`src/hw/link_pkg.sv`:
```
`default_nettype none

package link_pkg;

  // **********************************************************************
  // Host stream data widths
  // **********************************************************************

  // One word on the host write, read and loopback streams
  localparam int HOST_WORD_W = 32;

  // Application message toward the host, sent as two host words
  localparam int FPGA_MSG_W = 64;

  // **********************************************************************
  // FIFO sizing
  // **********************************************************************

  // Host word FIFOs hold 16 entries
  localparam int HOST_FIFO_AW    = 4;
  localparam int HOST_FIFO_DEPTH = 1 << HOST_FIFO_AW;

  // Message FIFO holds 8 full messages
  localparam int FPGA_FIFO_AW    = 3;
  localparam int FPGA_FIFO_DEPTH = 1 << FPGA_FIFO_AW;

endpackage

`default_nettype wire

```
`src/hw/status_pkg.sv`:
```
`default_nettype none

package status_pkg;

  // All-ones host word marks the end of host input
  localparam logic [link_pkg::HOST_WORD_W-1:0] EOS_WORD = '1;

  // **********************************************************************
  // Status LED layout
  // **********************************************************************

  localparam int STATUS_LED_W = 4;

  localparam int LED_HEARTBEAT = 0;
  localparam int LED_APP_RDY   = 1;
  localparam int LED_INIT_DONE = 2;
  localparam int LED_ERROR     = 3;

endpackage

`default_nettype wire

```
`src/hw/fpga_msg_path.sv`:
```
`timescale 1ns/10ps
`default_nettype none

module fpga_msg_path (
  input  wire                              clk,
  input  wire                              arst_n,
  input  wire  [link_pkg::FPGA_MSG_W-1:0]  fpga_msg,
  input  wire                              fpga_msg_valid,
  input  wire                              rd_open,
  input  wire                              rd_rden,
  output logic                             fpga_msg_full,
  output logic [link_pkg::HOST_WORD_W-1:0] rd_data,
  output logic                             rd_empty
);

  logic [link_pkg::FPGA_MSG_W-1:0]   mem [link_pkg::FPGA_FIFO_DEPTH];
  logic [link_pkg::FPGA_MSG_W-1:0]   head;
  logic [link_pkg::FPGA_FIFO_AW-1:0] wr_ptr;
  logic [link_pkg::FPGA_FIFO_AW-1:0] rd_ptr;
  logic [link_pkg::FPGA_FIFO_AW:0]   count;
  logic                              half_sel;
  logic                              do_wr;
  logic                              do_step;
  logic                              do_pop;

  // Messages only enter while the host read stream is open
  assign do_wr = fpga_msg_valid && rd_open && !fpga_msg_full;

  // Each host read moves one word; the second one frees the entry
  assign do_step = rd_rden && !rd_empty;
  assign do_pop  = do_step && half_sel;

  assign rd_empty      = (count == '0);
  assign fpga_msg_full = count[link_pkg::FPGA_FIFO_AW];

  // **********************************************************************
  // Read side word select with low word first
  // **********************************************************************
  assign head    = mem[rd_ptr];
  assign rd_data = half_sel ? head[link_pkg::HOST_WORD_W +: link_pkg::HOST_WORD_W]
                            : head[link_pkg::HOST_WORD_W-1:0];

  always_ff @(posedge clk) begin
    if (do_wr) begin
      mem[wr_ptr] <= fpga_msg;
    end
  end

  always_ff @(posedge clk or negedge arst_n) begin
    if (!arst_n) begin
      wr_ptr   <= '0;
      rd_ptr   <= '0;
      count    <= '0;
      half_sel <= 1'b0;
    end else begin
      if (do_wr) begin
        wr_ptr <= wr_ptr + (link_pkg::FPGA_FIFO_AW)'(1);
      end
      if (do_step) begin
        half_sel <= !half_sel;
      end
      if (do_pop) begin
        rd_ptr <= rd_ptr + (link_pkg::FPGA_FIFO_AW)'(1);
      end
      case ({do_wr, do_pop})
        2'b10:   count <= count + (link_pkg::FPGA_FIFO_AW + 1)'(1);
        2'b01:   count <= count - (link_pkg::FPGA_FIFO_AW + 1)'(1);
        default: count <= count;
      endcase
    end
  end

  // Never left halfway through an entry once drained
  a_half_drained: assert property (@(posedge clk) disable iff (!arst_n)
    rd_empty |-> !half_sel)
    else $error("high word selected while empty");

endmodule

`default_nettype wire

```
`src/hw/host_link_top.sv`:
```
`timescale 1ns/10ps
`default_nettype none

module host_link_top (
  input  wire                                 clk,
  input  wire                                 arst_n,
  // Host write stream
  input  wire  [link_pkg::HOST_WORD_W-1:0]    wr_data,
  input  wire                                 wr_wren,
  input  wire                                 wr_open,
  output wire                                 wr_full,
  // Application intake
  input  wire                                 pc_msg_ack,
  output wire  [link_pkg::HOST_WORD_W-1:0]    pc_msg,
  output wire                                 pc_msg_pending,
  // Loopback stream
  input  wire                                 loop_rden,
  output wire  [link_pkg::HOST_WORD_W-1:0]    loop_data,
  output wire                                 loop_empty,
  output wire                                 loop_eof,
  // Application messages
  input  wire  [link_pkg::FPGA_MSG_W-1:0]     fpga_msg,
  input  wire                                 fpga_msg_valid,
  output wire                                 fpga_msg_full,
  // Host read stream
  input  wire                                 rd_open,
  input  wire                                 rd_rden,
  output wire  [link_pkg::HOST_WORD_W-1:0]    rd_data,
  output wire                                 rd_empty,
  output wire                                 rd_eof,
  // Application and memory status
  input  wire                                 app_done,
  input  wire                                 error,
  input  wire                                 phy_init_done,
  input  wire                                 app_rdy,
  input  wire                                 heartbeat,
  output wire  [status_pkg::STATUS_LED_W-1:0] status_led
);

  pc_msg_path u_pc_msg_path (
    .clk            (clk),
    .arst_n         (arst_n),
    .wr_data        (wr_data),
    .wr_wren        (wr_wren),
    .pc_msg_ack     (pc_msg_ack),
    .loop_rden      (loop_rden),
    .wr_full        (wr_full),
    .pc_msg         (pc_msg),
    .pc_msg_pending (pc_msg_pending),
    .loop_data      (loop_data),
    .loop_empty     (loop_empty)
  );

  fpga_msg_path u_fpga_msg_path (
    .clk            (clk),
    .arst_n         (arst_n),
    .fpga_msg       (fpga_msg),
    .fpga_msg_valid (fpga_msg_valid),
    .rd_open        (rd_open),
    .rd_rden        (rd_rden),
    .fpga_msg_full  (fpga_msg_full),
    .rd_data        (rd_data),
    .rd_empty       (rd_empty)
  );

  // Watches both paths for the end flags
  stream_end_ctrl u_stream_end_ctrl (
    .clk            (clk),
    .arst_n         (arst_n),
    .pc_msg         (pc_msg),
    .pc_msg_pending (pc_msg_pending),
    .rd_empty       (rd_empty),
    .loop_empty     (loop_empty),
    .wr_open        (wr_open),
    .rd_open        (rd_open),
    .app_done       (app_done),
    .error          (error),
    .phy_init_done  (phy_init_done),
    .app_rdy        (app_rdy),
    .heartbeat      (heartbeat),
    .rd_eof         (rd_eof),
    .loop_eof       (loop_eof),
    .status_led     (status_led)
  );

endmodule

`default_nettype wire

```
`src/hw/msg_fifo.sv`:
```
`timescale 1ns/10ps
`default_nettype none

module msg_fifo (
  input  wire                              clk,
  input  wire                              arst_n,
  input  wire                              wr_en,
  input  wire  [link_pkg::HOST_WORD_W-1:0] din,
  input  wire                              rd_en,
  output logic [link_pkg::HOST_WORD_W-1:0] dout,
  output logic                             empty,
  output logic                             full
);

  logic [link_pkg::HOST_WORD_W-1:0]  mem [link_pkg::HOST_FIFO_DEPTH];
  logic [link_pkg::HOST_FIFO_AW-1:0] wr_ptr;
  logic [link_pkg::HOST_FIFO_AW-1:0] rd_ptr;
  logic [link_pkg::HOST_FIFO_AW:0]   count;
  logic                              do_wr;
  logic                              do_rd;

  // Writes into a full FIFO and reads from an empty one are dropped
  assign do_wr = wr_en && !full;
  assign do_rd = rd_en && !empty;

  assign empty = (count == '0);
  // Count tops out at the depth, so its MSB alone means full
  assign full  = count[link_pkg::HOST_FIFO_AW];

  // Show-ahead head word
  assign dout = mem[rd_ptr];

  always_ff @(posedge clk) begin
    if (do_wr) begin
      mem[wr_ptr] <= din;
    end
  end

  always_ff @(posedge clk or negedge arst_n) begin
    if (!arst_n) begin
      wr_ptr <= '0;
      rd_ptr <= '0;
      count  <= '0;
    end else begin
      if (do_wr) begin
        wr_ptr <= wr_ptr + (link_pkg::HOST_FIFO_AW)'(1);
      end
      if (do_rd) begin
        rd_ptr <= rd_ptr + (link_pkg::HOST_FIFO_AW)'(1);
      end
      case ({do_wr, do_rd})
        2'b10:   count <= count + (link_pkg::HOST_FIFO_AW + 1)'(1);
        2'b01:   count <= count - (link_pkg::HOST_FIFO_AW + 1)'(1);
        default: count <= count;
      endcase
    end
  end

  // Occupancy bound
  a_count_max: assert property (@(posedge clk) disable iff (!arst_n)
    count <= (link_pkg::HOST_FIFO_AW + 1)'(link_pkg::HOST_FIFO_DEPTH))
    else $error("msg_fifo count above depth");

  // Pointers meet when the FIFO is empty or full
  a_ptr_match: assert property (@(posedge clk) disable iff (!arst_n)
    (empty || full) |-> (wr_ptr == rd_ptr))
    else $error("msg_fifo pointers apart while empty or full");

endmodule

`default_nettype wire

```
`src/hw/pc_msg_path.sv`:
```
`timescale 1ns/10ps
`default_nettype none

module pc_msg_path (
  input  wire                              clk,
  input  wire                              arst_n,
  input  wire  [link_pkg::HOST_WORD_W-1:0] wr_data,
  input  wire                              wr_wren,
  input  wire                              pc_msg_ack,
  input  wire                              loop_rden,
  output wire                              wr_full,
  output wire  [link_pkg::HOST_WORD_W-1:0] pc_msg,
  output logic                             pc_msg_pending,
  output wire  [link_pkg::HOST_WORD_W-1:0] loop_data,
  output wire                              loop_empty
);

  logic wr_empty;
  logic loop_push;

  assign pc_msg_pending = !wr_empty;

  // Copy goes to loopback only for an ack that really pops a word
  assign loop_push = pc_msg_ack && pc_msg_pending;

  // **********************************************************************
  // Host words waiting for the application
  // **********************************************************************
  msg_fifo u_wr_fifo (
    .clk    (clk),
    .arst_n (arst_n),
    .wr_en  (wr_wren),
    .din    (wr_data),
    .rd_en  (pc_msg_ack),
    .dout   (pc_msg),
    .empty  (wr_empty),
    .full   (wr_full)
  );

  // **********************************************************************
  // Consumed words in consumption order, read back by the host
  // **********************************************************************
  // A copy arriving while full is lost inside the FIFO
  msg_fifo u_loop_fifo (
    .clk    (clk),
    .arst_n (arst_n),
    .wr_en  (loop_push),
    .din    (pc_msg),
    .rd_en  (loop_rden),
    .dout   (loop_data),
    .empty  (loop_empty),
    .full   ()
  );

  // Application acks only a pending message
  a_ack_pending: assert property (@(posedge clk) disable iff (!arst_n)
    pc_msg_ack |-> pc_msg_pending)
    else $error("pc_msg_ack without pending message");

endmodule

`default_nettype wire

```
`src/hw/stream_end_ctrl.sv`:
```
`timescale 1ns/10ps
`default_nettype none

module stream_end_ctrl (
  input  wire                                clk,
  input  wire                                arst_n,
  input  wire  [link_pkg::HOST_WORD_W-1:0]   pc_msg,
  input  wire                                pc_msg_pending,
  input  wire                                rd_empty,
  input  wire                                loop_empty,
  input  wire                                wr_open,
  input  wire                                rd_open,
  input  wire                                app_done,
  input  wire                                error,
  input  wire                                phy_init_done,
  input  wire                                app_rdy,
  input  wire                                heartbeat,
  output logic                               rd_eof,
  output logic                               loop_eof,
  output logic [status_pkg::STATUS_LED_W-1:0] status_led
);

  logic eos_seen;
  logic rd_eof_set;

  // Sentinel at the head of the host queue with nothing left to send
  assign eos_seen   = pc_msg_pending && (pc_msg == status_pkg::EOS_WORD) && rd_empty;
  assign rd_eof_set = app_done || eos_seen;

  // **********************************************************************
  // End-of-stream flags
  // **********************************************************************
  always_ff @(posedge clk or negedge arst_n) begin
    if (!arst_n) begin
      rd_eof   <= 1'b0;
      loop_eof <= 1'b0;
    end else begin
      // Held until the host closes the read stream
      rd_eof   <= rd_open && (rd_eof || rd_eof_set);
      // Loopback ends once writes are closed and it has drained
      loop_eof <= !wr_open && loop_empty;
    end
  end

  // **********************************************************************
  // Status LEDs
  // **********************************************************************
  always_ff @(posedge clk or negedge arst_n) begin
    if (!arst_n) begin
      status_led <= '0;
    end else begin
      status_led[status_pkg::LED_HEARTBEAT] <= heartbeat;
      status_led[status_pkg::LED_APP_RDY]   <= app_rdy;
      status_led[status_pkg::LED_INIT_DONE] <= phy_init_done;
      status_led[status_pkg::LED_ERROR]     <= error;
    end
  end

endmodule

`default_nettype wire

```
`config.mk`:
```
export PLATFORM = sky130hd
export DESIGN_NAME = host_link_top
export DESIGN_NICKNAME = d
export VERILOG_FILES = /design/src/hw/link_pkg.sv /design/src/hw/status_pkg.sv /design/src/hw/fpga_msg_path.sv /design/src/hw/host_link_top.sv /design/src/hw/msg_fifo.sv /design/src/hw/pc_msg_path.sv /design/src/hw/stream_end_ctrl.sv
export SDC_FILE = /design/constraint.sdc
export NUM_CORES = 2
export LEC_CHECK = 0
export BUFFER_PORTS_ARGS = -buffer_cell sky130_fd_sc_hd__buf_2
export CORE_AREA = 4 4 455 457
export DETAILED_ROUTE_END_ITERATION = 6
export DIE_AREA = 0 0 459 461
export HOLD_SLACK_MARGIN = 0.12
export PLACE_DENSITY = 0.55
export SETUP_SLACK_MARGIN = 0.15
export SYNTH_ARGS = -nofsm -noshare
export SYNTH_HDL_FRONTEND = slang
export SYNTH_HIERARCHICAL = 1
export SYNTH_SLANG_ARGS = --single-unit
```
`constraint.sdc`:
```
create_clock -name clk -period 11.6 [get_ports clk]
set_clock_uncertainty 0.1 [all_clocks]
set_input_delay 1.16 -clock clk [delete_from_list [all_inputs] [get_ports clk]]
set_output_delay 1.16 -clock clk [all_outputs]
set_load 0.03 [all_outputs]
```
==> results_dict.tcl <==
set metrics [dict create \
    initial_utilization 0.298 \
    fmax_mhz 171 \
    core.rowCount 166 \
    critical-path-max-stage-delay_ps 830 \
    p_leak_nw 22.9 \
    grt_antenna_before_repair 43 \
    int_power_mw 12.3 \
    netlist_area_um2 60700 \
    drive_gt1_frac 0.255 \
    routed-via-count 29600 \
    p_per_area_nw_per_um2 271 \
    clockPowerShare 0.271 \
    cap_violations 0 \
    clock_latency_ps 810 \
    yosys.area_share.adder 0.00573 \
    grt_usage 0.140 \
    detail-route-antenna-nets 0 \
    critical_path.slowest_cell "sky130_fd_sc_hd__dfrtp_1" \
    wl_per_cell_um 25.0 \
    cp_cell_sequence "nor2b_4, buf_4, a221oi_1, a22oi_1, nand2_1, buf_2" \
    final_critical_path_setup_slack_ps 5760 \
    tns_ps 0 \
    drc_errors 0 \
    die_h_um 461 \
    htreeDepth 4 \
    finish.net_count 3333 \
    drv_slew 0 \
    grt_max_degree 118 \
    first_global_vias 30100 \
    grt_setup_unrepaired "no" \
    max-slew-margin-rel 0.209 \
    clock-root-buffer "sky130_fd_sc_hd__clkbuf_16" \
    cts_tree "done" \
    ioPinCount 217 \
    ff2ff_path_depth 8 \
    totalWireLength_um 151000 \
    grt_overflow 0 \
    cts_max_path_buffers 3 \
    detail_route.iter0.violations 2273 \
    finalCritPeriodShare 0.504 \
    worst_ir_drop_vdd_uv 225 \
    seqPwrFrac 0.404 \
    critical_path.top_delay_family "simple AND/OR/NAND/NOR gates" \
    synth-compound-area-share 0.0416 \
    hold_viol_final 0 \
    syn2layout_area_growth_pct 16.2 \
    sequential_share_of_the_synthesized_area 0.777 \
    cts.clk_slew.worst_paths_ps 60 \
    drtPass1Iterations 5 \
    cts-buffers-inserted 160 \
    critical_path_arrival_ps 4580 \
    synth-warning-count 6 \
    timing_worst_slew_pin_value_ps 1190 \
    cts_resized 0 \
    clkSinkCount 1579 \
    globalplace.congestion 0.741 \
    holdPathStages 1 \
    finalWorstPathRequiredPeriod_ps 5840 \
    floorplan.die.width_um 459 \
    ys_async_sr_fraction 0.0272 \
    place_worst_setup_slack_ps 6520 \
    post_cts.repair.setup_buffers 0 \
    timing.critical_path.to_type "output port" \
    power_frac_comb 0.325 \
    hold_path.class "in2reg" \
    post_cts_hold_buffer_count 0 \
    status "finished, final reports clean" \
    number_of_flops_mapped_to_enable_cells_by_yosys 1536 \
    crit_cells 6 \
    coreArea_um2 204000 \
    timing.critical_path.from_type "flip-flop" \
    multiplexer_share_of_the_synthesized_area 0.138 \
    synthDistinctLibCells 39 \
    synthFlopType "sky130_fd_sc_hd__edfxtp_1" \
    combinational_family_with_the_most_area_after_synthesis "multiplexers" \
    p_switching_mw 6.80 \
    routed_via_density 4.90 \
    placement.io_buffers 216 \
    timing.critical_path.required_ps 10340 \
    place_hpwl_um 83300 \
    mappedNetlistNets 3033 \
    synthSimpleGateAreaFrac 0.0164 \
    synth_xor_area_frac 0.00375 \
    setup_viol 0 \
    p_sw_frac 0.356 \
    worst-setup-path-type "reg2out" \
    grt_pass1_wl_um 217000 \
    path_max_fanout 42 \
    netlist_instances 2897 \
    synth.avg_cell_area_um2 21.0 \
    yosys_register_bits 1579 \
    die_area_um2 212000 \
    cp_num_buf_inv 2 \
]
-- stage by stage --
stage	instances	cell area [µm²]	hold slack (ps)	utilization	power (mW)
global placement	5723	65200	394	0.320	14.1
CTS	6018	70500	302	0.347	19.3
detailed placement	5723	65200	401	0.320	14.2
global route	6021	70500	317	0.347	20.0
finish	6031	70600	378	0.347	19.1
floorplan	2897	60700	358	-	11.9
-- metal layers --
layer	track usage	vias to the layer above	wire length, µm
met5	0	-	79
met4	0.0389	12	3340
li1	-	12700	-
met1	0.186	15900	64800
met2	0.236	706	75500
met3	0.0268	246	7040
-- worst paths after layout --
kind	start	slack, ps	end
min	error	380	u_stream_end_ctrl/status_led[3]
max reg2reg	u_pc_msg_path/u_wr_fifo/rd_ptr[0]	6850	u_stream_end_ctrl/rd_eof
max	u_pc_msg_path/u_wr_fifo/rd_ptr[2]	5760	pc_msg[31]
max in group asynchronous	arst_n	10280	u_fpga_msg_path/rd_ptr[0]
min in group asynchronous	arst_n	400	u_pc_msg_path/u_wr_fifo/count[2]
min reg2reg	u_pc_msg_path/u_loop_fifo/count[4]	410	u_pc_msg_path/u_loop_fifo/count[4]
-- Yosys cell counts (all sizes together), types with 12 or more instances --
cell type	number	area, µm²
xnor2	18	158
nor2	34	133
inv	24	90.1
nand2	127	477
mux4	256	5770
dfrtp	43	1080
a221oi	128	1120
buf	99	702
a22oi	128	961
mux2i	259	2590
nor2b	12	75.1
edfxtp	1536	46100
clkbuf	62	233
o21ai	76	380
ha	23	288
-- placed cells by master (no fill, tap or decap), types with 4 or more instances in the layout --
| cell type | instances |
|---|---|
| sky130_fd_sc_hd__diode_2 | 13 |
| sky130_fd_sc_hd__xnor2_1 | 18 |
| sky130_fd_sc_hd__nand2_1 | 127 |
| sky130_fd_sc_hd__nand3_1 | 5 |
| sky130_fd_sc_hd__clkbuf_16 | 161 |
| sky130_fd_sc_hd__nor2_4 | 31 |
| sky130_fd_sc_hd__a21oi_1 | 5 |
| sky130_fd_sc_hd__edfxtp_1 | 1536 |
| sky130_fd_sc_hd__buf_4 | 82 |
| sky130_fd_sc_hd__nand2b_1 | 7 |
| sky130_fd_sc_hd__clkbuf_8 | 12 |
| sky130_fd_sc_hd__clkbuf_1 | 35 |
| sky130_fd_sc_hd__mux4_2 | 256 |
| sky130_fd_sc_hd__bufinv_16 | 13 |
| sky130_fd_sc_hd__inv_1 | 24 |
| sky130_fd_sc_hd__ha_1 | 23 |
| sky130_fd_sc_hd__nor3_2 | 10 |
| sky130_fd_sc_hd__inv_6 | 7 |
| sky130_fd_sc_hd__clkinv_16 | 8 |
| sky130_fd_sc_hd__buf_2 | 216 |
| sky130_fd_sc_hd__o21ai_0 | 76 |
| sky130_fd_sc_hd__nor2b_1 | 8 |
| sky130_fd_sc_hd__clkinv_1 | 34 |
| sky130_fd_sc_hd__a22oi_1 | 128 |
| sky130_fd_sc_hd__clkinv_2 | 18 |
| sky130_fd_sc_hd__a221oi_1 | 128 |
| sky130_fd_sc_hd__dfrtp_4 | 6 |
| sky130_fd_sc_hd__dfrtp_1 | 35 |
| sky130_fd_sc_hd__nand4_1 | 10 |
| sky130_fd_sc_hd__nor2b_4 | 4 |
| sky130_fd_sc_hd__mux2i_1 | 259 |
| sky130_fd_sc_hd__xor2_1 | 8 |
-- state kept, by name (all words and copies together) (netlist names) --
signal,count
u_pc_msg_path/u_wr_fifo/rd_ptr,4
u_pc_msg_path/u_wr_fifo/mem,512
u_stream_end_ctrl/rd_eof,1
u_fpga_msg_path/wr_ptr,3
u_pc_msg_path/u_wr_fifo/count,5
u_pc_msg_path/u_loop_fifo/mem,512
u_pc_msg_path/u_loop_fifo/count,5
u_fpga_msg_path/mem,512
u_stream_end_ctrl/loop_eof,1
u_fpga_msg_path/half_sel,1
u_fpga_msg_path/count,4
u_pc_msg_path/u_wr_fifo/wr_ptr,4
u_pc_msg_path/u_loop_fifo/wr_ptr,4
u_pc_msg_path/u_loop_fifo/rd_ptr,4
u_fpga_msg_path/rd_ptr,3
u_stream_end_ctrl/status_led,4
-- cell families after synthesis --
| family | after synthesis |
|---|---|
| flip-flops | 1579 |
| multiplexers | 518 |
| adder cells (fa/ha/maj) | 26 |
| XOR/XNOR | 26 |
| AND/OR/NAND/NOR | 222 |
| buffers and inverters | 185 |
| AO/OA/AOI/OAI | 341 |
-- layout make-up --
| cell class | instances | area, µm² |
|---|---|---|
| Fill cell | 18900 | 133000 |
| Sequential cell | 1579 | 47200 |
| Multi-Input combinational cell | 1133 | 12800 |
| Clock buffer | 208 | 4330 |
| Tap cell | 2688 | 3360 |
| Timing Repair Buffer | 299 | 1720 |
| Clock inverter | 87 | 997 |
| Inverter | 24 | 90.1 |
| Antenna cell | 13 | 32.5 |
-- power by group through the flow --
| stage | sequential, mW | combinational [mW] | clock [mW] |
|---|---|---|---|
| 2_1_floorplan | 7.55 | 4.31 | 0 |
| 3_3_place_gp | 7.83 | 6.25 | 0 |
| 3_5_place_dp | 7.84 | 6.31 | 0 |
| 4_1_cts | 7.73 | 6.31 | 5.31 |
| 5_1_grt | 7.77 | 6.64 | 5.55 |
| 6_report | 7.72 | 6.21 | 5.17 |
Note: power is estimated with default switching activity, not from simulation.
